===== config.mk =====
export PLATFORM = sky130hd
export DESIGN_NAME = strobeSync_flat
export DESIGN_NICKNAME = d
export VERILOG_FILES = /design/src/hw/ioPkg.sv /design/src/hw/ioLinkIf.sv /design/src/hw/strobeSync.sv /design/src/flat_wrapper.sv
export SDC_FILE = /design/constraint.sdc
export NUM_CORES = 1
export LEC_CHECK = 0
export ABC_AREA = 1
export BUFFER_PORTS_ARGS = -buffer_cell sky130_fd_sc_hd__buf_2
export CAP_MARGIN = 10
export CORE_MARGIN = 2
export CORE_UTILIZATION = 46
export DETAILED_ROUTE_END_ITERATION = 16
export HOLD_SLACK_MARGIN = 0.02
export PLACE_DENSITY = 0.77
export RECOVER_POWER = 25
export SLEW_MARGIN = 20
export SYNTH_ARGS = -nofsm -noshare
export SYNTH_HDL_FRONTEND = slang
export SYNTH_SLANG_ARGS = --single-unit
export TNS_END_PERCENT = 10

===== constraint.sdc =====
create_clock -name clk -period 2.5 [get_ports clk]
set_input_delay 0.125 -clock clk [delete_from_list [all_inputs] [get_ports clk]]
set_output_delay 0.125 -clock clk [all_outputs]
set_load 0.01 [all_outputs]

===== src/hw/ioPkg.sv =====
// ***********************************************
// file download port shared definitions
// command codes, byte type and bit positions
// ***********************************************

package ioPkg;

	// payload byte width
	localparam int dataW = 8;

	// one byte as it travels the link
	typedef logic [dataW-1:0] byteT;

	// ***********************************************
	// io controller command codes
	// ***********************************************

	// start or end a download, payload bit 0 gives the level
	localparam byteT cmdFileTx = 8'h53;
	// one data byte for the buffer
	localparam byteT cmdFileTxDat = 8'h54;
	// menu index of the file
	localparam byteT cmdFileIndex = 8'h55;
	// file info, recognized and ignored
	localparam byteT cmdFileInfo = 8'h56;

	// bit counter value on the last bit of the command byte
	localparam logic [4:0] cmdEndCount = 5'd7;
	// bit counter value on the last bit of every payload byte
	localparam logic [4:0] payloadEndCount = 5'd15;

endpackage

===== src/hw/ioLinkIf.sv =====


interface fileLinkIf #(parameter int addrWidth = 16);
	import ioPkg::*;

	// flips once per data byte
	logic wrToggle;
	// write pair, held until the next data byte
	logic [addrWidth-1:0] wrAddr;
	byteT wrData;
	// levels, sampled on the clk side
	logic downloading;
	byteT index;
	logic [addrWidth-1:0] size;

	modport decoderSide (output wrToggle, wrAddr, wrData, downloading, index, size);
	modport syncSide (input wrToggle, wrAddr, wrData, downloading, index, size);
endinterface


===== src/hw/strobeSync.sv =====
// ***********************************************
// crossing from the sck domain into clk
// toggle becomes a one-cycle write, levels resync
// ***********************************************

module strobeSync #(
	parameter int addrWidth = 16
) (
	input logic clk,
	input logic ss,
	fileLinkIf.syncSide file,
	output logic downloading,
	output logic [addrWidth-1:0] size,
	output ioPkg::byteT index,
	output logic wr,
	output logic [addrWidth-1:0] wrAddr,
	output ioPkg::byteT wrData
);
	import ioPkg::*;

	// toggle chain, stage 0 is the metastable one
	logic [2:0] toggleSync;
	// toggle flipped between the last two stages
	logic wrEdge;

	// first stage of the level synchronizers
	logic downMeta;
	logic [addrWidth-1:0] sizeMeta;
	byteT indexMeta;

	assign wrEdge = toggleSync[2] ^ toggleSync[1];

	// ***********************************************
	// write strobe and write pair
	// ***********************************************

	always_ff @(posedge clk or posedge ss) begin
		if (ss) begin
			toggleSync <= '0;
			wr <= 1'b0;
			wrAddr <= '0;
			wrData <= '0;
		end else begin
			toggleSync <= {toggleSync[1:0], file.wrToggle};
			wr <= wrEdge;
			// pair has been stable for two cycles by now
			if (wrEdge) begin
				wrAddr <= file.wrAddr;
				wrData <= file.wrData;
			end
		end
	end

	// ***********************************************
	// level synchronizers
	// ***********************************************

	// multi-bit values are only read while the link is quiet
	always_ff @(posedge clk or posedge ss) begin
		if (ss) begin
			downMeta <= 1'b0;
			sizeMeta <= '0;
			indexMeta <= '0;
			downloading <= 1'b0;
			size <= '0;
			index <= '0;
		end else begin
			downMeta <= file.downloading;
			sizeMeta <= file.size;
			indexMeta <= file.index;
			downloading <= downMeta;
			size <= sizeMeta;
			index <= indexMeta;
		end
	end

endmodule


===== src/flat_wrapper.sv =====
// flat-port wrapper written by rule: the top's interface ports become plain ports
module strobeSync_flat import ioPkg::*;
#(
	parameter int addrWidth = 16
)
  (clk, ss, downloading, size, index, wr, wrAddr, wrData, file_wrToggle, file_wrAddr, file_wrData, file_downloading, file_index, file_size);
  fileLinkIf #(.addrWidth(addrWidth)) file_i ();
  input logic clk;
  input logic ss;
  output logic downloading;
  output logic [addrWidth-1:0] size;
  output ioPkg::byteT index;
  output logic wr;
  output logic [addrWidth-1:0] wrAddr;
  output ioPkg::byteT wrData;
  input wire logic [$bits(file_i.wrToggle)-1:0] file_wrToggle;
  input wire logic [$bits(file_i.wrAddr)-1:0] file_wrAddr;
  input wire logic [$bits(file_i.wrData)-1:0] file_wrData;
  input wire logic [$bits(file_i.downloading)-1:0] file_downloading;
  input wire logic [$bits(file_i.index)-1:0] file_index;
  input wire logic [$bits(file_i.size)-1:0] file_size;
  assign file_i.wrToggle = file_wrToggle;
  assign file_i.wrAddr = file_wrAddr;
  assign file_i.wrData = file_wrData;
  assign file_i.downloading = file_downloading;
  assign file_i.index = file_index;
  assign file_i.size = file_size;
  strobeSync #(.addrWidth(addrWidth)) u_core (.clk(clk), .ss(ss), .file(file_i), .downloading(downloading), .size(size), .index(index), .wr(wr), .wrAddr(wrAddr), .wrData(wrData));
endmodule

==> results summary <==
The detailed-placement wirelength estimate came out at around 3200 um. Yosys printed 0 warnings. The routed design has 5624 um of wire. The wire length per cell came out at 14.24 um. The net count after synthesis came out at 218.

The flow ran to the end, and the final reports show no timing, DRC or antenna violations. Setup repair after global routing left no endpoint under its margin. The number of inserted diodes came out at 0. The switching component of the power came out at around 0.00065 W. At the pin with the least slew margin, the transition time is 0.6460 ns. Combinational logic is responsible for 11.6% of the overall power. The worst-path maximum fanout came out at 24. The delay of the slowest cell on the worst path is 0.45 ns. From synthesis to final layout, the design area changed by 51.87%.

Derived from the worst setup path, the maximum achievable clock frequency is between 800 and 900 MHz. The tightest slew margin relative to the limit came out at a little under three fifths. The setup TNS came out at 0 ns.

STA puts the critical path data required time at 2.72 ns. The depth of the CTS H-tree is 3. The utilization after layout is between 70 and 80%. On the critical path, the stage with the largest delay is an instance of sky130_fd_sc_hd__dfrtp_1.

Counting instances, the worst hold path has a depth of 3. The total number of placement rows came out at 26. The clock transition at the registers of the reported paths is 0.07 ns. The cell-internal power is 0.002159 W.

The leakage power of the design is about 1.9 nW. For this run, the detailed router's first-pass iteration total came to 4. The type of the worst setup path is flip-flop to flip-flop. The sum of overflow across all layers after global routing is 0. The global routing usage summed across all routing layers is a little over a fifth. The final-report max-slew violation count is 0. Buffers added to address setup during post-CTS repair amount to 0. The startpoint of the worst hold path is file_wrData[0].

The area enclosed by the die boundary is 5845 um^2. The synthesized instance count is 166. The flip-flop and latch count after synthesis is about 80. The endpoint kind of the worst setup timing path is a flip-flop. TritonCTS built the clock tree. The number of hold violations in the final report came out at 0. The clock skew after layout came out at roughly 0.0066 ns.

The sequential-to-total area share from yosys stat is 80.83%. The net count reported at finish came out at 372. The number of input and output port buffers inserted came out at 101.

The start of the worst register-to-register path is u_core.toggleSync[1]. The routability congestion estimate is between 0.7 and 0.8. The CTS buffer count is 9. The number of global-route vias before repair came out at 1973. The pre-CTS setup slack came out at 1.341 ns. The number of nets with antenna violations after detailed routing is 0. The post-synth design cell area is between 2000 and 2500 um^2. Cells with a size suffix above 1 make up 38.46% of the layout. The share of total power in the clock network is 38.7%. The unique cell type count in the Yosys netlist came out at 9. The maximum number of pins on one net before global-route repair is 42.

The die boundary width is between 70 and 80 um. After layout, the worst path uses between 40% and 50% of the clock period. The clock sink count came out at 78. STA puts the critical path data arrival time at 1.39 ns. In this run the worst setup path begins at u_core.toggleSync[1]. The total DRC errors in the routed layout is 0.

Counting along the longest clock path gives a buffer depth of 2. The cell at the root of the clock tree is sky130_fd_sc_hd__clkbuf_8. The depth of the worst register-to-register path is 3. Walking the worst path, the cells encountered are nand2_2 > nand3_1 > nand2_1. The setup slack after layout came out at 1.334 ns.

Across the VDD grid, the largest voltage drop is 444.1 uV. The power density normalized to cell area is around 760 nW/um^2. The number of failing setup endpoints in the final timing report came out at 0. The worst setup path is launched from a flip-flop.

For this configuration, the core starts out at a cell density of 47.58%. The number of antenna violations at the first check in global routing came out at 0. The final design instance area without fill came out at 3667 um^2. For the worst-skew pair, the clock arrives at the later sink with an insertion delay of roughly 0.34 ns. The standard cell core area came out at 5075 um^2. Max-cap violations in this run came to 0. The overall power is 0.002805 W.

The total I/O pin count came out at 102. Summing all placed instances gives a cell area of 2947 um^2. Net switching is 23.02% of the power. The number of vias in the routed layout is 1852. The violation count after the first detailed-routing iteration came out at 115. The vertical extent of the die is ~76 um. The final period demand of the worst path is 1.166 ns. The average footprint of a synthesized cell came out at between 10 and 15 um^2. The first global-routing pass estimated 9404 um of wire. The sequential fraction of design power is 49.7%. The number of vias per cell after detailed routing came out at 4.689. The tightest min-delay check is of the primary input to flip-flop type. The number of resized instances in the post-cts repair step is 0.
==> kinds of logic after synthesis <==
group | Yosys count | synth area share [%]
AND/OR/NAND/NOR | 77 | 15.49
buffers and inverters | 11 | 3.679
flip-flops | 78 | 80.83
==> path summary, 6_finish.rpt <==
path                       slack, ns                    to
setup reg to reg                1.33      u_core.wrData[7]
hold / removal                  0.06      u_core.wrData[0]
setup / recovery                1.33      u_core.wrData[7]
max in group asynchronous       1.37  u_core.toggleSync[1]
hold reg to reg                 0.35        u_core.size[2]
min in group asynchronous       0.39   u_core.sizeMeta[15]
==> power groups by stage <==
stage	logic [W]	registers, W	clock network (W)
floorplan	0.000102	0.00145	0
global placement	0.000259	0.00141	0
detailed placement	0.000267	0.00142	0
CTS	0.000325	0.00139	0.00110
global route	0.000359	0.00140	0.00117
finish	0.000324	0.00139	0.00109
==> timing repair <==
action                                  4_1_cts  5_1_grt
endpoints found under the hold margin        86        0
endpoints found under the setup margin        0        0
hold buffers                                 48        0
==> stage by stage <==
stage,hold WS [ns],cells
2_1_floorplan,0.1564,166
3_3_place_gp,0.2247,331
3_5_place_dp,0.2343,331
4_1_cts,0.03754,395
5_1_grt,0.04581,395
6_report,0.05517,395
==> state kept, by name (all words and copies together), names as in the netlist, 3 cells and up <==
| signal | count |
|---|---|
| u_core.sizeMeta | 16 |
| u_core.size | 16 |
| u_core.wrAddr | 16 |
| u_core.indexMeta | 8 |
| u_core.index | 8 |
| u_core.wrData | 8 |
| u_core.toggleSync | 3 |
==> area by class of cell <==
cell class                 instances  area (um^2)
clock buffer                      12        165.2
clock inverter                     4        76.32
fill                             368         1408
inverter                           3        12.51
multi-input combinational         77        374.1
sequential                        78         1952
tap                               70        87.58
timing repair buffer             151        999.7
==> per-layer routing <==
metal	share of wire, %	global-route usage [%]	routed length (um)	vias to the layer above
li1	-	-	-	852
met1	38	25.25	2147	907
met2	54	36.28	3013	81
met3	6.9	6.161	389	12
met4	1.3	10.73	74	0
met5	0	0	0	-
==> cell usage after synthesis <==
| cell type | count | area, um^2 |
|---|---|---|
| sky130_fd_sc_hd__dfrtp_1 | 78 | 1952 |
| sky130_fd_sc_hd__nand3_1 | 48 | 240.2 |
| sky130_fd_sc_hd__nand2_1 | 25 | 93.84 |
| sky130_fd_sc_hd__buf_6 | 6 | 67.56 |
| sky130_fd_sc_hd__nand2_4 | 3 | 33.78 |
| sky130_fd_sc_hd__buf_2 | 2 | 10.01 |
| sky130_fd_sc_hd__inv_2 | 2 | 7.510 |
| sky130_fd_sc_hd__inv_1 | 1 | 3.750 |
| sky130_fd_sc_hd__nand2_2 | 1 | 6.260 |
==> worst max-delay path, delay by kind of cell, from the launching register on <==
family / cells / cell delay [ns]
flops: 1 / 0.45
simple gates: 3 / 0.60
==> placed cells by master (no fill, tap or decap) <==
| cell type | n |
|---|---|
| sky130_fd_sc_hd__inv_2 | 2 |
| sky130_fd_sc_hd__dfrtp_1 | 78 |
| sky130_fd_sc_hd__inv_6 | 1 |
| sky130_fd_sc_hd__nand2_4 | 3 |
| sky130_fd_sc_hd__clkinv_2 | 1 |
| sky130_fd_sc_hd__clkinvlp_4 | 1 |
| sky130_fd_sc_hd__clkbuf_8 | 12 |
| sky130_fd_sc_hd__bufinv_16 | 2 |
| sky130_fd_sc_hd__nand2_2 | 1 |
| sky130_fd_sc_hd__clkbuf_1 | 1 |
| sky130_fd_sc_hd__nand2_1 | 25 |
| sky130_fd_sc_hd__buf_4 | 2 |
| sky130_fd_sc_hd__buf_2 | 100 |
| sky130_fd_sc_hd__nand3_1 | 48 |
| sky130_fd_sc_hd__dlygate4sd3_1 | 48 |
Power figures use the tool's default switching activity.
