$ cat config.mk
export PLATFORM = sky130hd
export DESIGN_NAME = cmdDecoder_flat
export DESIGN_NICKNAME = d
export VERILOG_FILES = /design/src/hw/ioPkg.sv /design/src/hw/ioLinkIf.sv /design/src/hw/cmdDecoder.sv /design/src/flat_wrapper.sv
export SDC_FILE = /design/constraint.sdc
export NUM_CORES = 1
export LEC_CHECK = 0
export BUFFER_PORTS_ARGS = -buffer_cell sky130_fd_sc_hd__buf_2
export CAP_MARGIN = 20
export CORE_AREA = 8 8 89 91
export CTS_BUF_LIST = sky130_fd_sc_hd__clkbuf_4
export DETAILED_ROUTE_END_ITERATION = 8
export DIE_AREA = 0 0 97 99
export RECOVER_POWER = 25
export SLEW_MARGIN = 5
export SYNTH_ARGS = -nofsm -noshare
export SYNTH_HDL_FRONTEND = slang
export SYNTH_SLANG_ARGS = --single-unit
$ cat constraint.sdc
create_clock -name sck -period 8.6 [get_ports sck]
set_input_delay 1.72 -clock sck [delete_from_list [all_inputs] [get_ports sck]]
set_output_delay 1.72 -clock sck [all_outputs]
set_load 0.05 [all_outputs]
$ cat src/hw/ioPkg.sv
// ***********************************************
// file download port shared definitions
// command codes, byte type and bit positions
// ***********************************************

package ioPkg;

	// payload byte width
	localparam int dataW = 8;

	// one byte as it travels the link
	typedef logic [dataW-1:0] byteT;

	// ***********************************************
	// io controller command codes
	// ***********************************************

	// start or end a download, payload bit 0 gives the level
	localparam byteT cmdFileTx = 8'h53;
	// one data byte for the buffer
	localparam byteT cmdFileTxDat = 8'h54;
	// menu index of the file
	localparam byteT cmdFileIndex = 8'h55;
	// file info, recognized and ignored
	localparam byteT cmdFileInfo = 8'h56;

	// bit counter value on the last bit of the command byte
	localparam logic [4:0] cmdEndCount = 5'd7;
	// bit counter value on the last bit of every payload byte
	localparam logic [4:0] payloadEndCount = 5'd15;

endpackage
$ cat src/hw/ioLinkIf.sv
// ***********************************************
// byte link and file link between the stages
// byteLinkIf stays in sck, fileLinkIf crosses to clk
// ***********************************************

interface byteLinkIf;
	import ioPkg::*;

	// one sck pulse on the last command bit
	logic cmdDone;
	// one sck pulse on the last bit of each payload byte
	logic payDone;
	// finished byte, only meaningful during a pulse
	byteT byteVal;
	// frame in progress
	logic active;

	modport shifterSide (
		output cmdDone,
		output payDone,
		output byteVal,
		output active
	);

	modport decoderSide (
		input cmdDone,
		input payDone,
		input byteVal,
		input active
	);
endinterface

interface fileLinkIf #(parameter int addrWidth = 16);
	import ioPkg::*;

	// flips once per data byte
	logic wrToggle;
	// write pair, held until the next data byte
	logic [addrWidth-1:0] wrAddr;
	byteT wrData;
	// levels, sampled on the clk side
	logic downloading;
	byteT index;
	logic [addrWidth-1:0] size;

	modport decoderSide (output wrToggle, wrAddr, wrData, downloading, index, size);
	modport syncSide (input wrToggle, wrAddr, wrData, downloading, index, size);
endinterface

$ cat src/hw/cmdDecoder.sv
// ***********************************************
// command decoder in the sck domain
// tracks download level, buffer address and index
// ***********************************************

module cmdDecoder #(
	parameter int unsigned startAddr = 0,
	parameter int addrWidth = 16
) (
	input logic sck,
	byteLinkIf.decoderSide bytes,
	fileLinkIf.decoderSide file
);
	import ioPkg::*;

	// first buffer address at the start of a download
	localparam logic [addrWidth-1:0] firstAddr = addrWidth'(startAddr);

	// no reset exists in this domain
	// registers hold their values across frames, power-up values below
	byteT cmdReg = '0;
	logic downloadReg = 1'b0;
	logic [addrWidth-1:0] addrCnt = '0;
	byteT indexReg = '0;
	logic toggleReg = 1'b0;

	// write pair for the clk side
	logic [addrWidth-1:0] wrAddrReg;
	byteT wrDataReg;

	// qualified byte strobes
	logic cmdStb;
	logic payStb;

	assign cmdStb = bytes.active & bytes.cmdDone;
	assign payStb = bytes.active & bytes.payDone;

	// ***********************************************
	// command register
	// ***********************************************

	always_ff @(posedge sck) begin
		if (cmdStb) begin
			cmdReg <= bytes.byteVal;
		end
	end

	// ***********************************************
	// payload handling
	// ***********************************************

	always_ff @(posedge sck) begin
		if (payStb) begin
			case (cmdReg)
				cmdFileTx: begin
					// bit 0 opens or closes the download
					downloadReg <= bytes.byteVal[0];
					if (bytes.byteVal[0]) begin
						addrCnt <= firstAddr;
					end
				end
				cmdFileTxDat: begin
					// hand the byte over and flip the toggle
					wrAddrReg <= addrCnt;
					wrDataReg <= bytes.byteVal;
					toggleReg <= ~toggleReg;
					// stop at the top of the buffer
					if (addrCnt != '1) begin
						addrCnt <= addrCnt + 1'b1;
					end
				end
				cmdFileIndex: begin
					indexReg <= bytes.byteVal;
				end
				// file info and unknown codes are dropped
				default: begin
				end
			endcase
		end
	end

	// ***********************************************
	// outputs toward the clk domain
	// ***********************************************

	assign file.wrToggle = toggleReg;
	assign file.wrAddr = wrAddrReg;
	assign file.wrData = wrDataReg;
	assign file.downloading = downloadReg;
	assign file.index = indexReg;
	// the counter doubles as the byte count
	assign file.size = addrCnt;

endmodule

$ cat src/flat_wrapper.sv
// flat-port wrapper written by rule: the top's interface ports become plain ports
module cmdDecoder_flat import ioPkg::*;
#(
	parameter int unsigned startAddr = 0,
	parameter int addrWidth = 16
)
  (sck, bytes_cmdDone, bytes_payDone, bytes_byteVal, bytes_active, file_wrToggle, file_wrAddr, file_wrData, file_downloading, file_index, file_size);
  byteLinkIf bytes_i ();
  fileLinkIf #(.addrWidth(addrWidth)) file_i ();
  input logic sck;
  input wire logic [$bits(bytes_i.cmdDone)-1:0] bytes_cmdDone;
  input wire logic [$bits(bytes_i.payDone)-1:0] bytes_payDone;
  input wire logic [$bits(bytes_i.byteVal)-1:0] bytes_byteVal;
  input wire logic [$bits(bytes_i.active)-1:0] bytes_active;
  output wire logic [$bits(file_i.wrToggle)-1:0] file_wrToggle;
  output wire logic [$bits(file_i.wrAddr)-1:0] file_wrAddr;
  output wire logic [$bits(file_i.wrData)-1:0] file_wrData;
  output wire logic [$bits(file_i.downloading)-1:0] file_downloading;
  output wire logic [$bits(file_i.index)-1:0] file_index;
  output wire logic [$bits(file_i.size)-1:0] file_size;
  assign bytes_i.cmdDone = bytes_cmdDone;
  assign bytes_i.payDone = bytes_payDone;
  assign bytes_i.byteVal = bytes_byteVal;
  assign bytes_i.active = bytes_active;
  assign file_wrToggle = file_i.wrToggle;
  assign file_wrAddr = file_i.wrAddr;
  assign file_wrData = file_i.wrData;
  assign file_downloading = file_i.downloading;
  assign file_index = file_i.index;
  assign file_size = file_i.size;
  cmdDecoder #(.startAddr(startAddr), .addrWidth(addrWidth)) u_core (.sck(sck), .bytes(bytes_i), .file(file_i));
endmodule
==> results of run 1 <==
## routing by layer
metal / up-vias / global-route usage (%) / routed length (µm)
met3: 5 / 4.76 / 420
met1: 629 / 12.2 / 2180
met4: 0 / 5.33 / 40
met5: - / 0 / 0
met2: 56 / 13.8 / 2010
li1: 645 / - / -
## flip-flops by register name, indices dropped and copies added (netlist names)
register / flops
u_core.file.wrData: 8
u_core.file.size: 16
u_core.file.downloading: 1
u_core.file.index: 8
u_core.cmdReg: 8
u_core.file.wrAddr: 16
u_core.file.wrToggle: 1
## worst max-delay path by stage
stage,endpoint,start
CTS,u_core.file.size[3]$_SDFFCE_PN0P_,bytes_active
finish,u_core.file.size[3]$_SDFFCE_PN0P_,bytes_active
global route,u_core.file.size[6]$_SDFFCE_PN0P_,bytes_active
floorplan,u_core.file.size[0]$_SDFFCE_PN0P_,bytes_active
global placement,u_core.file.size[10]$_SDFFCE_PN0P_,bytes_active
detailed placement,u_core.file.size[12]$_SDFFCE_PN0P_,bytes_active
## worst max-delay path, cell delays in order
cell and delay (ns):
buf_2 0.09, nand3_1 0.12, nor4_2 0.17, buf_4 0.39, a22o_1 0.69
## cells by family (layout without fill, tap and decap cells)
| logic type | Yosys count | count (layout) | synth area share [%] |
|---|---|---|---|
| and+or+nand+nor | 51 | 51 | 12.0 |
| AOI/OAI and AO/OA | 1 | 1 | 0.401 |
| xor gates and xnor gates | 14 | 14 | 5.61 |
| DFF | 58 | 58 | 79.6 |
| buffers and inverters | 8 | 83 | 1.77 |
| adders and majority gates | 1 | 1 | 0.572 |
## synthesized netlist by cell type (all sizes together)
| library cell | number | area, µm² |
|---|---|---|
| nor4 | 7 | 43.8 |
| edfxtp | 58 | 1740 |
| and4 | 1 | 8.76 |
| nand4 | 5 | 31.3 |
| nor4b | 1 | 15.0 |
| xnor2 | 10 | 87.6 |
| ha | 1 | 12.5 |
| a22o | 1 | 8.76 |
| nor3 | 4 | 20.0 |
| nor2 | 17 | 63.8 |
| clkbuf | 1 | 3.75 |
| nand2 | 7 | 26.3 |
| buf | 2 | 16.3 |
| xor2 | 4 | 35.0 |
| or4 | 1 | 7.51 |
| nand3 | 6 | 30.0 |
| or4b | 1 | 10.0 |
| and2 | 1 | 6.26 |
| inv | 5 | 18.8 |
## power breakdown
part,internal (W),switching [W],leakage [nW]
registers,0.000311,0.00000170,0.557
clock network,0.0000873,0.0000906,0.0688
logic,0.00000214,0.00000414,0.330
## cell type report
class                   count  area (µm²)  area share, %
multi-input cells          67         413           15.3
inverters                   5        18.8          0.694
repair buffers             63         310           11.5
well taps                  80         100           3.70
flip-flops and latches     58        1740           64.4
clock inverters             5        46.3           1.71
clock buffers              10        75.1           2.78
## metrics by stage
stage	power [W]	instances	util, %	setup WS [ns]	instance area, µm²
finish	0.000497	288	41.2	5.42	2710
CTS	0.000505	288	41.3	5.43	2720
detailed placement	0.000326	273	39.5	5.02	2590
floorplan	0.000321	133	-	3.15	2190
global route	0.000517	288	41.2	5.32	2710
global placement	0.000326	273	39.5	5.09	2590
## layout by cell type, fill, tap and decap left out, types with 2 or more instances in the layout
cell / count
buf_2: 53
buf_4: 2
clkbuf_1: 8
clkbuf_4: 10
clkinv_1: 3
edfxtp_1: 58
inv_1: 5
nand2_1: 7
nand3_1: 6
nand4_1: 5
nor2_1: 17
nor3_1: 4
nor4_1: 6
xnor2_1: 10
xor2_1: 4
==> flow_summary_export.csv, run 1 <==
group,metric,value,unit
clocking,cts_sinks,58,
detailed_routing,via_count,1335,
logic_synthesis,synth_seq_cells,58,
logic_synthesis,synth_nets,146,
placement,portBuffers,61,
power_and_ir_drop,leakagePower,0.956,nW
detailed_routing,first_pass_iters,4,
timing,fin_setup_tns,0,ns
global_routing,grt_pass1_vias,1351,
clocking,cts_buffer_depth,2,
hold_path,hold_path_class,"reg2reg",
detailed_routing,via_per_inst,4.64,
critical_path,rr_worst_depth,5,
clocking,cts.hold.buffers_added,0,
global_routing,track_usage,9.88,%
cells_and_area,fillers,628,
logic_synthesis,syn_area_per_cell,16.4,µm²
logic_synthesis,synth_cell_types,20,
cells_and_area,diodes,0,
timing,hold_slack,0.546,ns
die,core,6570,µm²
detailed_routing,drc,0,
critical_path,reg2reg_to,"u_core.file.size[3]$_SDFFCE_PN0P_",
critical_path,worstSetupPathType,"in2reg",
detailed_routing,wl_per_cell,16.2,µm
die,ios,62,
clocking,cts_resized,0,
clocking,cts_made_buffers,9,
global_routing,grt_overflow_total,0,
die,die_y,99,µm
die,fp-row-count,30,
hold_path,hold_path_end,"u_core.file.wrToggle$_DFFE_PP_",
clocking,clk_pin_slew_worst_paths,0.09,ns
critical_path,rr_startpoint,"u_core.cmdReg[5]$_DFFE_PP_",
timing,slew_headroom,51.8,%
critical_path,r2r_slack,6.02,ns
timing,finalHoldViolCount,0,
critical_path,path_max_fanout,26,
detailed_routing,drt.antenna.violating_nets,0,
status,outcome,"finished, final reports clean",
cells_and_area,nNetsFinal,217,
power_and_ir_drop,ir_drop,0.0922,mV
logic_synthesis,syn_inst,133,
power_and_ir_drop,power_density,184,nW/µm²
hold_path,min_from,"u_core.file.wrToggle$_DFFE_PP_",
clocking,htreeDepth,3,
cells_and_area,area_delta_synth_final,23.7,%
die,die_w,97,µm
critical_path,arrival,3.19,ns
global_routing,grt_pass1_wl,7360,µm
timing,fin_crit,3.18,ns
clocking,ctsRootBufferMaster,"clkbuf_4",
detailed_routing,drtIter0Drc,83,
flow_run,max-cap-violations,0,
global_routing,antenna_found_initial,0,
placement,gp_congestion,0.712,
cells_and_area,drive_gt1_share,33.2,%
detailed_routing,wl,4660,µm
timing,worstMarginPinSlew,0.722,ns
hold_path,hold_depth,1,
timing,skew,0.00967,ns
clocking,clkLatencyLatePin,0.37,ns
logic_synthesis,ys_seq_area_share,79.6,%
placement,hpwl,3280,µm
critical_path,cp.required,8.61,ns
logic_synthesis,yosysWarnings,0,
global_routing,grt_max_degree,27,
timing,fmax,314,MHz
timing,maxSlewViolCount,0,
critical_path,crit_path_start_kind,"input pin",
die,initial_core_util,33.3,%
die,dieArea,9600,µm²
clocking,post-cts-setup-buffer-count,0,
critical_path,cp-end-kind,"flip-flop",
clocking,cts_tree,"done",
timing,setup_viol,0,
logic_synthesis,syn_area,2190,µm²
timing,rsz0062_at_grt,"no",
timing,period_share,37.0,%
(Power assumes the default switching activity.)
==> run 2: changes to the inputs <==
clock period = 3.02 ns   (was 8.6 ns; I/O delays follow)
==> flow_summary_export.csv, run 2 (same netlist as run 1, synthesis figures left out) <==
group,metric,value,unit
status,outcome,"finished, final reports clean",
placement,hpwl,3310,µm
clocking,post-cts-setup-buffer-count,0,
timing,slew_headroom,60.2,%
timing,fin_ws,0.846,ns
clocking,cts_resized,0,
clocking,cts_tree,"done",
clocking,clk_pin_slew_worst_paths,0.09,ns
cells_and_area,area_delta_synth_final,24.4,%
timing,fin_crit,2.17,ns
power_and_ir_drop,p_total,0.00141,W
global_routing,antenna_found_initial,0,
critical_path,arrival,2.30,ns
global_routing,grt_overflow_total,0,
die,initial_core_util,33.3,%
critical_path,path_max_fanout,16,
global_routing,grt_pass1_wl,7560,µm
detailed_routing,first_pass_iters,4,
clocking,clkLatencyLatePin,0.38,ns
detailed_routing,drt.antenna.violating_nets,0,
die,die_w,97,µm
power_and_ir_drop,leakagePower,0.965,nW
clocking,cts_sinks,58,
cells_and_area,nNetsFinal,218,
timing,maxSlewViolCount,0,
timing,hold_slack,0.458,ns
cells_and_area,multi_input_comb_area,422,µm²
detailed_routing,drtIter0Drc,87,
timing,setup_viol,0,
clocking,cts_buffer_depth,2,
clocking,ctsRootBufferMaster,"clkbuf_4",
cells_and_area,layout_commonest_cell,"edfxtp_1",
flow_run,max-cap-violations,0,
detailed_routing,via_count,1329,
cells_and_area,final_util,41.4,%
detailed_routing,wl_per_cell,15.8,µm
die,core,6570,µm²
placement,gp_congestion,0.716,
die,fp-row-count,30,
power_and_ir_drop,ir_drop,0.296,mV
placement,pre_cts_ws,0.866,ns
critical_path,cp-end-kind,"flip-flop",
global_routing,grt_max_degree,26,
power_and_ir_drop,power_density,519,nW/µm²
die,ios,62,
clocking,cts_made_buffers,9,
cells_and_area,drive_gt1_share,33.5,%
cells_and_area,diodes,0,
timing,finalHoldViolCount,0,
timing,fmax,460,MHz
timing,fin_setup_tns,0,ns
die,die_y,99,µm
critical_path,worstSetupPathType,"reg2reg",
timing,period_share,72.0,%
cells_and_area,seq_area,1740,µm²
placement,portBuffers,61,
detailed_routing,drc,0,
detailed_routing,via_per_inst,4.60,
timing,skew,0.00888,ns
global_routing,grt_pass1_vias,1421,
timing,worstMarginPinSlew,0.596,ns
critical_path,cp.required,3.14,ns
timing,rsz0062_at_grt,"no",
cells_and_area,final_cell_mix,"edfxtp_1, buf_2, nor2_1, xnor2_1, clkbuf_4",
global_routing,track_usage,10.1,%
detailed_routing,wl,4580,µm
clocking,cts.hold.buffers_added,0,
die,dieArea,9600,µm²
clocking,htreeDepth,3,
hold_path,hold_path_class,"in2reg",
critical_path,crit_path_start_kind,"flip-flop",
cells_and_area,fillers,622,
==> run 2: report_power, final <==
group | internal [W] | switching [W] | leakage, nW
clock network | 0.000248 | 0.000255 | 0.0688
logic | 0.00000623 | 0.0000120 | 0.339
registers | 0.000885 | 0.00000496 | 0.557
total | 0.00114 | 0.000272 | 0.965
==> run 2: final timing paths <==
check	depth (start not counted)	endpoint	from	slack, ns
worst min register to register	0	u_core.file.wrAddr[1]$_DFFE_PP_	u_core.file.size[1]$_SDFFCE_PN0P_	0.53
worst max-delay path	5	u_core.file.size[1]$_SDFFCE_PN0P_	u_core.file.size[0]$_SDFFCE_PN0P_	0.85
worst min-delay path	1	u_core.file.wrData[1]$_DFFE_PP_	bytes_byteVal[1]	0.46
worst max register to register	5	u_core.file.size[1]$_SDFFCE_PN0P_	u_core.file.size[0]$_SDFFCE_PN0P_	0.85
==> run 2: routing by layer <==
metal	up-vias	routed length [µm]	global-route usage (%)
met5	-	0	0
met4	0	38	2.84
met3	5	514	7.14
met2	55	1990	15.0
met1	622	2030	11.4
li1	647	-	-
==> run 2: area by class of cell <==
| class | instances | share of cell area (%) |
|---|---|---|
| Clock inverter | 5 | 1.70 |
| Multi-Input combinational cell | 67 | 15.5 |
| Clock buffer | 10 | 2.76 |
| Tap cell | 80 | 3.68 |
| Timing Repair Buffer | 64 | 11.7 |
| Inverter | 5 | 0.690 |
| Sequential cell | 58 | 64.0 |
==> run 2: metrics by stage <==
step / std cells / cell area [µm²]
final: 289 / 2720
after global routing: 289 / 2720
after CTS: 289 / 2730
after detailed placement: 274 / 2610
after global placement: 274 / 2610
after floorplan: 133 / 2200
==> run 2: critical path: stages, from the launching register on <==
cell      delay [ns]
edfxtp_1        0.44
ha_1            0.26
nand4_1         0.18
or4_1           0.59
a22o_1          0.25
buf_4           0.20
