===== src/hw/ioPkg.sv =====
// ***********************************************
// file download port shared definitions
// command codes, byte type and bit positions
// ***********************************************

package ioPkg;

	// payload byte width
	localparam int dataW = 8;

	// one byte as it travels the link
	typedef logic [dataW-1:0] byteT;

	// ***********************************************
	// io controller command codes
	// ***********************************************

	// start or end a download, payload bit 0 gives the level
	localparam byteT cmdFileTx = 8'h53;
	// one data byte for the buffer
	localparam byteT cmdFileTxDat = 8'h54;
	// menu index of the file
	localparam byteT cmdFileIndex = 8'h55;
	// file info, recognized and ignored
	localparam byteT cmdFileInfo = 8'h56;

	// bit counter value on the last bit of the command byte
	localparam logic [4:0] cmdEndCount = 5'd7;
	// bit counter value on the last bit of every payload byte
	localparam logic [4:0] payloadEndCount = 5'd15;

endpackage

===== src/hw/ioLinkIf.sv =====
// ***********************************************
// byte link and file link between the stages
// byteLinkIf stays in sck, fileLinkIf crosses to clk
// ***********************************************

interface byteLinkIf;
	import ioPkg::*;

	// one sck pulse on the last command bit
	logic cmdDone;
	// one sck pulse on the last bit of each payload byte
	logic payDone;
	// finished byte, only meaningful during a pulse
	byteT byteVal;
	// frame in progress
	logic active;

	modport shifterSide (
		output cmdDone,
		output payDone,
		output byteVal,
		output active
	);

	modport decoderSide (
		input cmdDone,
		input payDone,
		input byteVal,
		input active
	);
endinterface



===== src/hw/spiShifter.sv =====
// ***********************************************
// serial shifter in the sck domain
// builds command and payload bytes from sdi
// ***********************************************

module spiShifter (
	input logic sck,
	input logic spiSel,
	input logic sdi,
	byteLinkIf.shifterSide link
);
	import ioPkg::*;

	// bit position inside the frame
	// 0 to 7 is the command, then 8 to 15 for every payload byte
	logic [4:0] bitCnt;
	// earlier bits of the byte in flight, msb first
	logic [dataW-2:0] shiftReg;

	// ***********************************************
	// bit counter
	// ***********************************************

	// select high aborts the frame and any partial byte
	always_ff @(posedge sck or posedge spiSel) begin
		if (spiSel) begin
			bitCnt <= '0;
		end else if (bitCnt == payloadEndCount) begin
			// wrap back to the first payload bit
			bitCnt <= 5'(dataW);
		end else begin
			bitCnt <= bitCnt + 5'd1;
		end
	end

	// ***********************************************
	// shift register
	// ***********************************************

	// data path only, the counter decides what a byte means
	always_ff @(posedge sck) begin
		shiftReg <= {shiftReg[dataW-3:0], sdi};
	end

	// last bit is taken straight from sdi
	// so the byte is complete on the edge of its last bit
	assign link.byteVal = {shiftReg, sdi};

	// byte boundaries
	assign link.cmdDone = (bitCnt == cmdEndCount);
	assign link.payDone = (bitCnt == payloadEndCount);

	// select is active low on the link
	assign link.active = ~spiSel;

endmodule


===== src/flat_wrapper.sv =====
// flat-port wrapper written by rule: the top's interface ports become plain ports
module spiShifter_flat import ioPkg::*;
  (sck, spiSel, sdi, link_cmdDone, link_payDone, link_byteVal, link_active);
  byteLinkIf link_i ();
  input logic sck;
  input logic spiSel;
  input logic sdi;
  output wire logic [$bits(link_i.cmdDone)-1:0] link_cmdDone;
  output wire logic [$bits(link_i.payDone)-1:0] link_payDone;
  output wire logic [$bits(link_i.byteVal)-1:0] link_byteVal;
  output wire logic [$bits(link_i.active)-1:0] link_active;
  assign link_cmdDone = link_i.cmdDone;
  assign link_payDone = link_i.payDone;
  assign link_byteVal = link_i.byteVal;
  assign link_active = link_i.active;
  spiShifter u_core (.sck(sck), .spiSel(spiSel), .sdi(sdi), .link(link_i));
endmodule

===== config.mk =====
export PLATFORM = sky130hd
export DESIGN_NAME = spiShifter_flat
export DESIGN_NICKNAME = d
export VERILOG_FILES = /design/src/hw/ioPkg.sv /design/src/hw/ioLinkIf.sv /design/src/hw/spiShifter.sv /design/src/flat_wrapper.sv
export SDC_FILE = /design/constraint.sdc
export NUM_CORES = 1
export LEC_CHECK = 0
export ABC_AREA = 0
export CAP_MARGIN = 20
export CORE_AREA = 2 2 39 41
export CTS_BUF_LIST = sky130_fd_sc_hd__clkbuf_8
export CTS_CLUSTER_DIAMETER = 30
export DETAILED_ROUTE_END_ITERATION = 6
export DIE_AREA = 0 0 41 43
export DONT_BUFFER_PORTS = 1
export GPL_TIMING_DRIVEN = 0
export HOLD_SLACK_MARGIN = 0.03
export SYNTH_ARGS = -nofsm -noshare
export SYNTH_HDL_FRONTEND = slang
export SYNTH_SLANG_ARGS = --single-unit

===== constraint.sdc =====
create_clock -name sck -period 2.58 [get_ports sck]
set_input_delay 0 -clock sck [delete_from_list [all_inputs] [get_ports sck]]
set_output_delay 0 -clock sck [all_outputs]
set_load 0.03 [all_outputs]

==> metrics.md, run 1 <==
| Metric | Value |
|---|---|
| Worst EP required | 2580 ps |
| Commonest cells in the netlist | 7 x dfxtp_1, 5 x dfrtp_1, 2 x inv_1 |
| Fmax | 0.572 GHz |
| Most common cell in the netlist | dfxtp_1 |
| Slowest CP cell | nor3b_1 |
| Setup WS pre-CTS | 1080 ps |
| Worst slew pin tran | 965 ps |
| Worst Path Arrival | 1750 ps |
| Port bufs | 0 |
| Synth area leader | dfxtp_1 |
| Worst path cell trace | ha_1, nand2b_1, nor3b_1 |
| #FFs+latches synth | 12 |
| Largest net degree at the start of global routing | 8 |
| Vias in the first global route | 230 |
| H-tree Lvls | 1 |
| Fin crit share | 67.7% |
| Clk buf depth | 2 |
| DRT Wirelength | 634 microns |
| WL/cell | 12.9 microns |
| Die X | 41 microns |
| Max_cap viols | 0 |
| Buf/Inv on CP | 0 |
| CTS Buf Count | 3 |
| Post-CTS setup buffers | 0 |
| Max stage delay on crit path | 800 ps |
| Layout fillers | 145 |
| Synth top area cells | dfxtp_1 39%, dfrtp_1 35%, ha_1 3.5%, xor2_1 2.4%, buf_4 2.1% |
| Max VDD drop | 0.000343 V |
| CTS root buffer | clkbuf_8 |
| Setup Skew | 3.01 ps |
| Layout area overhead | 26.4% |
| Initial antenna violation count | 0 |
| Cell variety after synth | 16 |
| Core Region | 1380 sq um |
| DRC violations left | 0 |
| Post-DP HPWL | 490 microns |
| Max FO, Critical Path | 3 |
| Worst Setup Start Kind | register |
| # IOs | 14 |
| Pleak | 0.200 nW |
| Final Critical Period | 1750 ps |
| Synth top area share | 38.9% |
| GRT Residual Overflow | 0 |
| DRT Pass-1 Iters | 1 |
| Gpl congestion | 0.538 |
| Setup CP Type | reg -> out |
| Crit. End Element | primary output |
| Cells after Synth | 27 |
| Final worst setup slack | 833 ps |
| Chip Height | 43 microns |
| Via count | 214 |
| HP Class | in -> out |
| DRT iter0 DRCs | 0 |
| RSZ-0062 raised after global routing | no |
| Syn nets | 31 |
| Syn Std Cell Area | 360 sq um |
| Total power | 0.412 mW |
| Top delay family on crit path | simple AND/OR/NAND/NOR gates |
| CTS clock-pin slew for the worst setup and hold paths | 50 ps |
| Top_reg_cell synth | dfxtp_1 |
| Sum Neg Setup Slack | 0 ps |
| Hold_buf cts | 2 |
| Slew HR | 35.5% |
| Via-to-Cell Ratio | 4.37 |
| CTS tree | yes |
| PD cells | 905 nW/um^2 |
| Setup violators final | 0 |
| Share of cells above drive strength 1 | 18.2% |
| Mean post-synth cell area | 13.3 sq um |
| Die area | 1760 sq um |
| Ys Warns | 0 |
| First-pass GRT wire length | 876 microns |
| Rows | 14 |
| Antenna diodes | 0 |
| Final ANT Viol Nets | 0 |
| Worst-skew pair later-pin latency | 230 ps |
| Total global-route track usage | 7.80% |
| Outcome | finished, final reports clean |
| FFs w/ async S/R, synth | 41.7% |
| PostCTS Resize Cnt | 0 |
| Initial Util | 26.0% |
| Clk sinks | 12 |
| Final Max Slew Viols | 0 |
| Nets | 38 |
| Final hold vios | 0 |
| Seq/Total Area, Yosys | 73.6% |
| Number of synthesized flops with an enable pin | 0 |
[metrics by stage]
stage | cells | area (sq um) | utilization (%) | hold slack (ps)
after detailed placement | 43 | 380 | 27.5 | -93.1
after floorplan | 27 | 360 | - | -120
after global placement | 43 | 380 | 27.5 | -111
final | 49 | 455 | 32.9 | 133
after CTS | 49 | 455 | 32.9 | 133
after global routing | 49 | 455 | 32.9 | 135
[flip-flops by register name (all words and copies together) (netlist names)]
register         cells
u_core.bitCnt        5
u_core.shiftReg      7
[cell families after synthesis]
logic type	after synthesis	share of synthesized area, %
buffers and inverters	3	4.17
adders and majority gates	1	3.47
AOI/OAI and AO/OA	2	3.82
xor gates and xnor gates	1	2.43
DFF	12	73.6
and+or+nand+nor	8	12.5
[routing by layer]
| layer | track usage, % | vias to the layer above | wire length [microns] |
|---|---|---|---|
| li1 | - | 98 | - |
| met1 | 6.95 | 103 | 232 |
| met2 | 12.8 | 13 | 321 |
| met3 | 4.71 | 0 | 79 |
| met4 | 4.00 | 0 | 0 |
| met5 | 0 | - | 0 |
[worst paths after layout]
path	startpoint	endpoint	slack [ps]	cells past startpoint
worst min register to register	u_core.bitCnt[0]	u_core.bitCnt[0]	470	1
worst max register to register	u_core.bitCnt[0]	u_core.bitCnt[1]	1240	4
max in group asynchronous	spiSel	u_core.bitCnt[3]	2070	2
min in group asynchronous	spiSel	u_core.bitCnt[4]	210	2
worst min-delay path	sdi	link_byteVal[0]	130	1
worst max-delay path	u_core.bitCnt[0]	link_cmdDone	830	3
[layout make-up]
cell class / instances / area, sq um / area share, %
Buffer: 1 / 7.51 / 1.65
Clock buffer: 4 / 55.1 / 12.1
Inverter: 2 / 7.51 / 1.65
Multi-Input combinational cell: 12 / 80.1 / 17.6
Sequential cell: 12 / 265 / 58.2
Tap cell: 16 / 20.0 / 4.40
Timing Repair Buffer: 2 / 20.0 / 4.40
[power by group]
part | internal [mW] | switching (mW)
sequential | 0.193 | 0.0149
combinational | 0.00312 | 0.00555
clock | 0.134 | 0.0617
[layout by cell type (no fill, tap or decap)]
master         netlist  routed
a31oi_1              1       1
and3_1               1       1
buf_4                1       1
clkbuf_8             0       4
dfrtp_1              5       5
dfxtp_1              7       7
dlygate4sd3_1        0       2
ha_1                 1       1
inv_1                2       2
nand2_1              1       1
nand2b_1             1       1
nand3_1              1       1
nor2_1               1       1
nor2_2               1       1
nor2b_1              1       1
nor3b_1              1       1
o21a_1               1       1
xor2_1               1       1
Power figures use the tool's default switching activity.
==> inputs of run 2 (changes only) <==
- clock period: 2.58 -> 1.6 ns (I/O delays scaled with it)
==> run 2 against run 1 <==
Final area grew 1.1%; first-iteration DRC count unchanged; non-clock buffer count did not move; sequential share of layout area shrank 0.63 points; largest cell class unchanged.
==> metrics.md, run 2 (synthesis gave the netlist of run 1 again) <==
| Metric | Value |
|---|---|
| Outcome | finished, final reports clean |
| Layout fillers | 144 (-0.69%) |
| Register area | 265 sq um (unchanged) |
| Max VDD drop | 0.000554 V (+61%) |
| CP startpoint | u_core.bitCnt[0] |
| Final hold vios | 0 (unchanged) |
| Setup violators final | 0 (unchanged) |
| Rows | 14 (unchanged) |
| Via count | 214 (unchanged) |
| Worst-skew pair later-pin latency | 230 ps (about the same) |
| Vias in the first global route | 230 (unchanged) |
| Via-to-Cell Ratio | 4.37 (unchanged) |
| Die X | 41 microns (unchanged) |
| Slowest CP cell | nor3b_2 |
| CTS root buffer | clkbuf_8 |
| GRT Residual Overflow | 0 (unchanged) |
| Max FO, Critical Path | 3 (unchanged) |
| Initial Util | 26.0% (unchanged) |
| Layout area overhead | 27.8% |
| Worst R2R Setup Slack | 250 ps (-990 ps) |
| Worst hold slack | 133 ps (unchanged) |
| Worst Path Arrival | 1440 ps (-310 ps) |
| # IOs | 14 (unchanged) |
| Sum Neg Setup Slack | 0 ps (unchanged) |
| Antenna diodes | 0 (unchanged) |
| PD cells | 1440 nW/um^2 (+59%) |
| HP Class | in -> out |
| Worst path cell trace | ha_1, nand2b_1, nor3b_2 |
| Post-CTS setup buffers | 0 (unchanged) |
| Worst EP required | 1600 ps (-980 ps) |
| Finished Core Util | 33.3% (+0.36 points) |
| Largest regs | u_core.shiftReg: 7 flops, u_core.bitCnt: 5 flops |
| Reg with most FFs | u_core.shiftReg |
| DRC violations left | 0 (unchanged) |
| Most frequent cells in the layout | 7 x dfxtp_1, 5 x dfrtp_1, 4 x clkbuf_8 |
| CTS clock-pin slew for the worst setup and hold paths | 50 ps (about the same) |
| Total global-route track usage | 7.80% (unchanged) |
| Most common library cell in the layout ignoring fill and taps | dfxtp_1 |
| R2r endpoint | u_core.bitCnt[1] |
| Clk sinks | 12 (unchanged) |
| Core Region | 1380 sq um (unchanged) |
| Fmax | 0.694 GHz |
| Largest net degree at the start of global routing | 8 (unchanged) |
| Setup CP Type | reg -> out |
| Final Critical Period | 1440 ps |
| Setup Skew | 3.01 ps (+0.0000100 ps) |
| H-tree Lvls | 1 (unchanged) |
| Initial antenna violation count | 0 (unchanged) |
| Fin crit share | 90.1% |
| Gpl congestion | 0.538 (unchanged) |
| Share of cells above drive strength 1 | 21.2% (+3.0 points) |
| Post-DP HPWL | 490 microns (unchanged) |
| Pleak | 0.200 nW (about the same) |
| Port bufs | 0 (unchanged) |
| Final Max Slew Viols | 0 (unchanged) |
| Max_cap viols | 0 (unchanged) |
| Nets | 38 (unchanged) |
| DRT Pass-1 Iters | 1 (unchanged) |
| Final ANT Viol Nets | 0 (unchanged) |
| DRT Wirelength | 628 microns (-0.95%) |
| Finished Cell Area | 460 sq um (+1.1%) |
| Max stage delay on crit path | 480 ps (-320 ps) |
| Chip Height | 43 microns (unchanged) |
| Worst r2r src | u_core.bitCnt[0] |
| Crit. End Element | primary output |
| CTS Buf Count | 3 (unchanged) |
| Clk buf depth | 2 (unchanged) |
| RSZ-0062 raised after global routing | no |
| Worst slew pin tran | 534 ps (-431 ps) |
| Area taken by multi-input logic gates | 85.1 sq um (+6.2%) |
| Slew HR | 64.2% (+29 points) |
| CTS tree | yes |
| Placed instance area | 380 sq um (unchanged) |
| CP Capture Point | link_cmdDone |
| Worst R2R Path Depth | 4 (unchanged) |
| Die area | 1760 sq um (unchanged) |
| First-pass GRT wire length | 876 microns (unchanged) |
| DRT iter0 DRCs | 0 (unchanged) |
| WL/cell | 12.8 microns (-0.95%) |
| Number of flip-flops in the largest register | 7 (unchanged) |
| Worst Setup Start Kind | register |
[run 2: cell count changes in the layout (fill, tap and decap cells not counted)]
cell | before | now
nor3b_1 | 1 | 0
nor3b_2 | 0 | 1
[run 2: timing repair]
| action | 4_1_cts | 5_1_grt |
|---|---|---|
| endpoints found under the setup margin | 1 | 0 |
| endpoints found under the hold margin | 6 | 0 |
| gates resized for setup | 1 | 0 |
| hold buffers | 2 | 0 |
[run 2: per-layer routing]
metal,routed length (microns),global-route usage (%)
met1,231,6.95
met2,319,12.8
met3,77,4.71
met4,0,4.00
met5,0,0
[run 2: worst max-delay path: cells and delay by family, from the launching register on]
family                     cells  cell delay [ps]
and+or+nand+nor                2              610
DFF                            1              370
adders and majority gates      1              220
[run 2: worst min path at each step]
stage | cells past startpoint | slack [ps] | end | startpoint
global route | 1 | 130 | link_byteVal[0] | sdi
finish | 1 | 130 | link_byteVal[0] | sdi
floorplan | 1 | -120 | u_core.bitCnt[0] | spiSel
CTS | 1 | 130 | link_byteVal[0] | sdi
detailed placement | 1 | -90 | u_core.bitCnt[3] | spiSel
global placement | 1 | -110 | u_core.bitCnt[2] | spiSel
[run 2: report_power, final]
group,switching (mW),leakage [nW],internal [mW]
Clock,0.0995,0.0288,0.216
Sequential,0.0239,0.120,0.311
Combinational,0.00896,0.0517,0.00502
[run 2: stage by stage]
| step | power [mW] | cells | setup WS, ps |
|---|---|---|---|
| 6_report | 0.665 | 49 | 159 |
| 4_1_cts | 0.673 | 49 | 142 |
| 5_1_grt | 0.689 | 49 | 53.9 |
| 3_5_place_dp | 0.351 | 43 | 96.0 |
| 3_3_place_gp | 0.351 | 43 | 169 |
| 2_1_floorplan | 0.349 | 27 | 220 |
[run 2: cell type report]
class / count / area share [%]
Clock buffer: 4 / 12.0
Sequential cell: 12 / 57.6
Tap cell: 16 / 4.35
Buffer: 1 / 1.63
Multi-Input combinational cell: 12 / 18.5
Inverter: 2 / 1.63
Timing Repair Buffer: 2 / 4.35
==> inputs of run 3 (changes only) <==
- PLACE_DENSITY_LB_ADDON: unset -> 0.1
==> run 3 against run 2 <==
Combinational power about the same; sequential share of layout area unchanged; via count down 6.5%; sequential power about the same; die area unchanged; non-clock buffer count unchanged; hold slack about the same; setup slack better by 8.6 ps; critical endpoint unchanged.
==> metrics.md, run 3 (synthesis gave the netlist of run 1 again) <==
| Metric | Value |
|---|---|
| Outcome | finished, final reports clean |
| Worst path cell trace | ha_1, nand2b_1, nor3b_2 |
| Fin crit share | 89.5% (-0.54 points) |
| WL/cell | 10.7 microns (-16%) |
| DRT Pass-1 Iters | 2 (+1) |
| CP Capture Point | link_cmdDone |
| Finished Core Util | 33.3% (unchanged) |
| Clk sinks | 12 (unchanged) |
| Sum Neg Setup Slack | 0 ps (unchanged) |
| Worst R2R Path Depth | 4 (unchanged) |
| Final Critical Period | 1430 ps (-8.57 ps) |
| Pleak | 0.200 nW (unchanged) |
| Flop pwr share | 49.6% (-0.8 points) |
| DRT iter0 DRCs | 3 (+3) |
| Slew HR | 64.8% (+0.55 points) |
| Layout area overhead | 27.8% (unchanged) |
| Post-Place Cells | 43 (unchanged) |
| Total global-route track usage | 8.32% (+0.52 points) |
| Share of cells above drive strength 1 | 21.2% (unchanged) |
| Initial Util | 26.0% (unchanged) |
| Worst Setup Start Kind | register |
| R2r endpoint | u_core.bitCnt[1] |
| Setup violators final | 0 (unchanged) |
| Post-CTS setup buffers | 0 (unchanged) |
| Final std cells w/o fill | 49 (unchanged) |
| Slowest CP cell | nor3b_2 |
| Setup Skew | 0.351 ps (-2.66 ps) |
| Setup CP Type | reg -> out |
| Worst EP required | 1600 ps (about the same) |
| CP startpoint | u_core.bitCnt[0] |
| Clk buf depth | 2 (unchanged) |
| First-pass GRT wire length | 834 microns (-4.8%) |
| Nets | 38 (unchanged) |
| Final Max Slew Viols | 0 (unchanged) |
| Final ANT Viol Nets | 0 (unchanged) |
| GRT Residual Overflow | 0 (unchanged) |
| Top delay family on crit path | simple AND/OR/NAND/NOR gates |
| Max stage delay on crit path | 480 ps (about the same) |
| Switching Fraction | 20.8% (+0.94 points) |
| Initial antenna violation count | 0 (unchanged) |
| Buf/Inv on CP | 0 (unchanged) |
| Via count | 200 (-6.5%) |
| Fmax | 0.698 GHz (+0.60%) |
| Rows | 14 (unchanged) |
| Largest net degree at the start of global routing | 8 (unchanged) |
| Chip Height | 43 microns (unchanged) |
| Worst slew pin tran | 526 ps (-8.19 ps) |
| Vias in the first global route | 190 (-17%) |
| CTS clock-pin slew for the worst setup and hold paths | 50 ps (about the same) |
| Gpl congestion | 0.600 (+12%) |
| Reg with most FFs | u_core.shiftReg |
| Logic pwr share | 2.1% (about the same) |
| Die area | 1760 sq um (unchanged) |
| PD cells | 1460 nW/um^2 (+1.3%) |
| # IOs | 14 (unchanged) |
| Most common library cell in the layout ignoring fill and taps | dfxtp_1 |
| Largest regs | u_core.shiftReg: 7 flops, u_core.bitCnt: 5 flops |
| Core Region | 1380 sq um (unchanged) |
| Post-DP HPWL | 377 microns (-23%) |
| Port bufs | 0 (unchanged) |
| Worst-skew pair later-pin latency | 240 ps (about the same) |
| Worst path depth | 3 (unchanged) |
| Antenna diodes | 0 (unchanged) |
| Number of flip-flops in the largest register | 7 (unchanged) |
| CTS Buf Count | 3 (unchanged) |
| Worst r2r src | u_core.bitCnt[0] |
| Die X | 41 microns (unchanged) |
| Worst R2R Setup Slack | 290 ps (+40 ps) |
| Most frequent cells in the layout | 7 x dfxtp_1, 5 x dfrtp_1, 4 x clkbuf_8 |
| Worst Path Arrival | 1430 ps (about the same) |
| CTS root buffer | clkbuf_8 |
| DRT Wirelength | 526 microns (-16%) |
| HP Class | in -> out |
| CTS tree | yes |
| H-tree Lvls | 1 (unchanged) |
| Max FO, Critical Path | 3 (unchanged) |
| DRC violations left | 0 (unchanged) |
| Internal power | 0.533 mW (+0.11%) |
| RSZ-0062 raised after global routing | no |
| Total power | 0.673 mW (+1.3%) |
| Final hold vios | 0 (unchanged) |
| Max VDD drop | 0.000487 V (-12%) |
| Via-to-Cell Ratio | 4.08 (-6.5%) |
| Switching Power | 0.140 mW (+6.1%) |
| Worst Hold Depth | 1 (unchanged) |
| Crit. End Element | primary output |
| Max_cap viols | 0 (unchanged) |
| Clock share of power | 48.3% (+0.8 points) |
-- run 3: cell counts in the layout (fill, tap and decap cells not counted) --
Identical to the previous run, type by type.
-- run 3: area by class of cell --
cell class | count | area [sq um]
multi-input combinational | 12 | 85.1
sequential | 12 | 265
inverter | 2 | 7.51
tap | 16 | 20.0
clock buffer | 4 | 55.1
buffer | 1 | 7.51
timing repair buffer | 2 | 20.0
fill | 142 | 923
-- run 3: power by group through the flow --
stage	Combinational, mW	Clock [mW]	Sequential (mW)
CTS	0.0145	0.332	0.334
global route	0.0154	0.355	0.335
floorplan	0.00977	0	0.339
detailed placement	0.0108	0	0.340
global placement	0.0107	0	0.340
finish	0.0142	0.325	0.334
-- run 3: metrics by stage --
stage,hold slack (ps),area [sq um],worst slack [ps]
floorplan,-120,360,220
global placement,-93.3,380,139
detailed placement,-87.4,380,125
CTS,134,460,162
global route,134,460,81.1
finish,133,460,168
-- run 3: layer usage --
| layer | part of all wire [%] | GRT usage (%) | vias up |
|---|---|---|---|
| met5 | 0 | 0 | - |
| met4 | 5.1 | 12.0 | 0 |
| met3 | 9.3 | 4.71 | 4 |
| met2 | 40 | 8.44 | 10 |
| met1 | 45 | 9.30 | 87 |
| li1 | - | - | 99 |
-- run 3: worst reg2reg max path, stage by stage (launching register included) --
cell	delay [ps]
dfrtp_1	360
ha_1	220
nand2b_1	130
nor2_2	380
nor2b_1	90
-- run 3: worst min path at each step --
stage	startpoint	endpoint	slack, ps
6_report	sdi	link_byteVal[0]	130
5_1_grt	sdi	link_byteVal[0]	130
4_1_cts	sdi	link_byteVal[0]	130
3_5_place_dp	spiSel	u_core.bitCnt[1]	-90
3_3_place_gp	spiSel	u_core.bitCnt[0]	-90
2_1_floorplan	spiSel	u_core.bitCnt[0]	-120
-- run 3: what timing repair did --
item                                    CTS  global route
resized for setup                         1             0
hold endpoints to repair                  6             0
hold buffers                              2             0
endpoints found under the setup margin    1             0
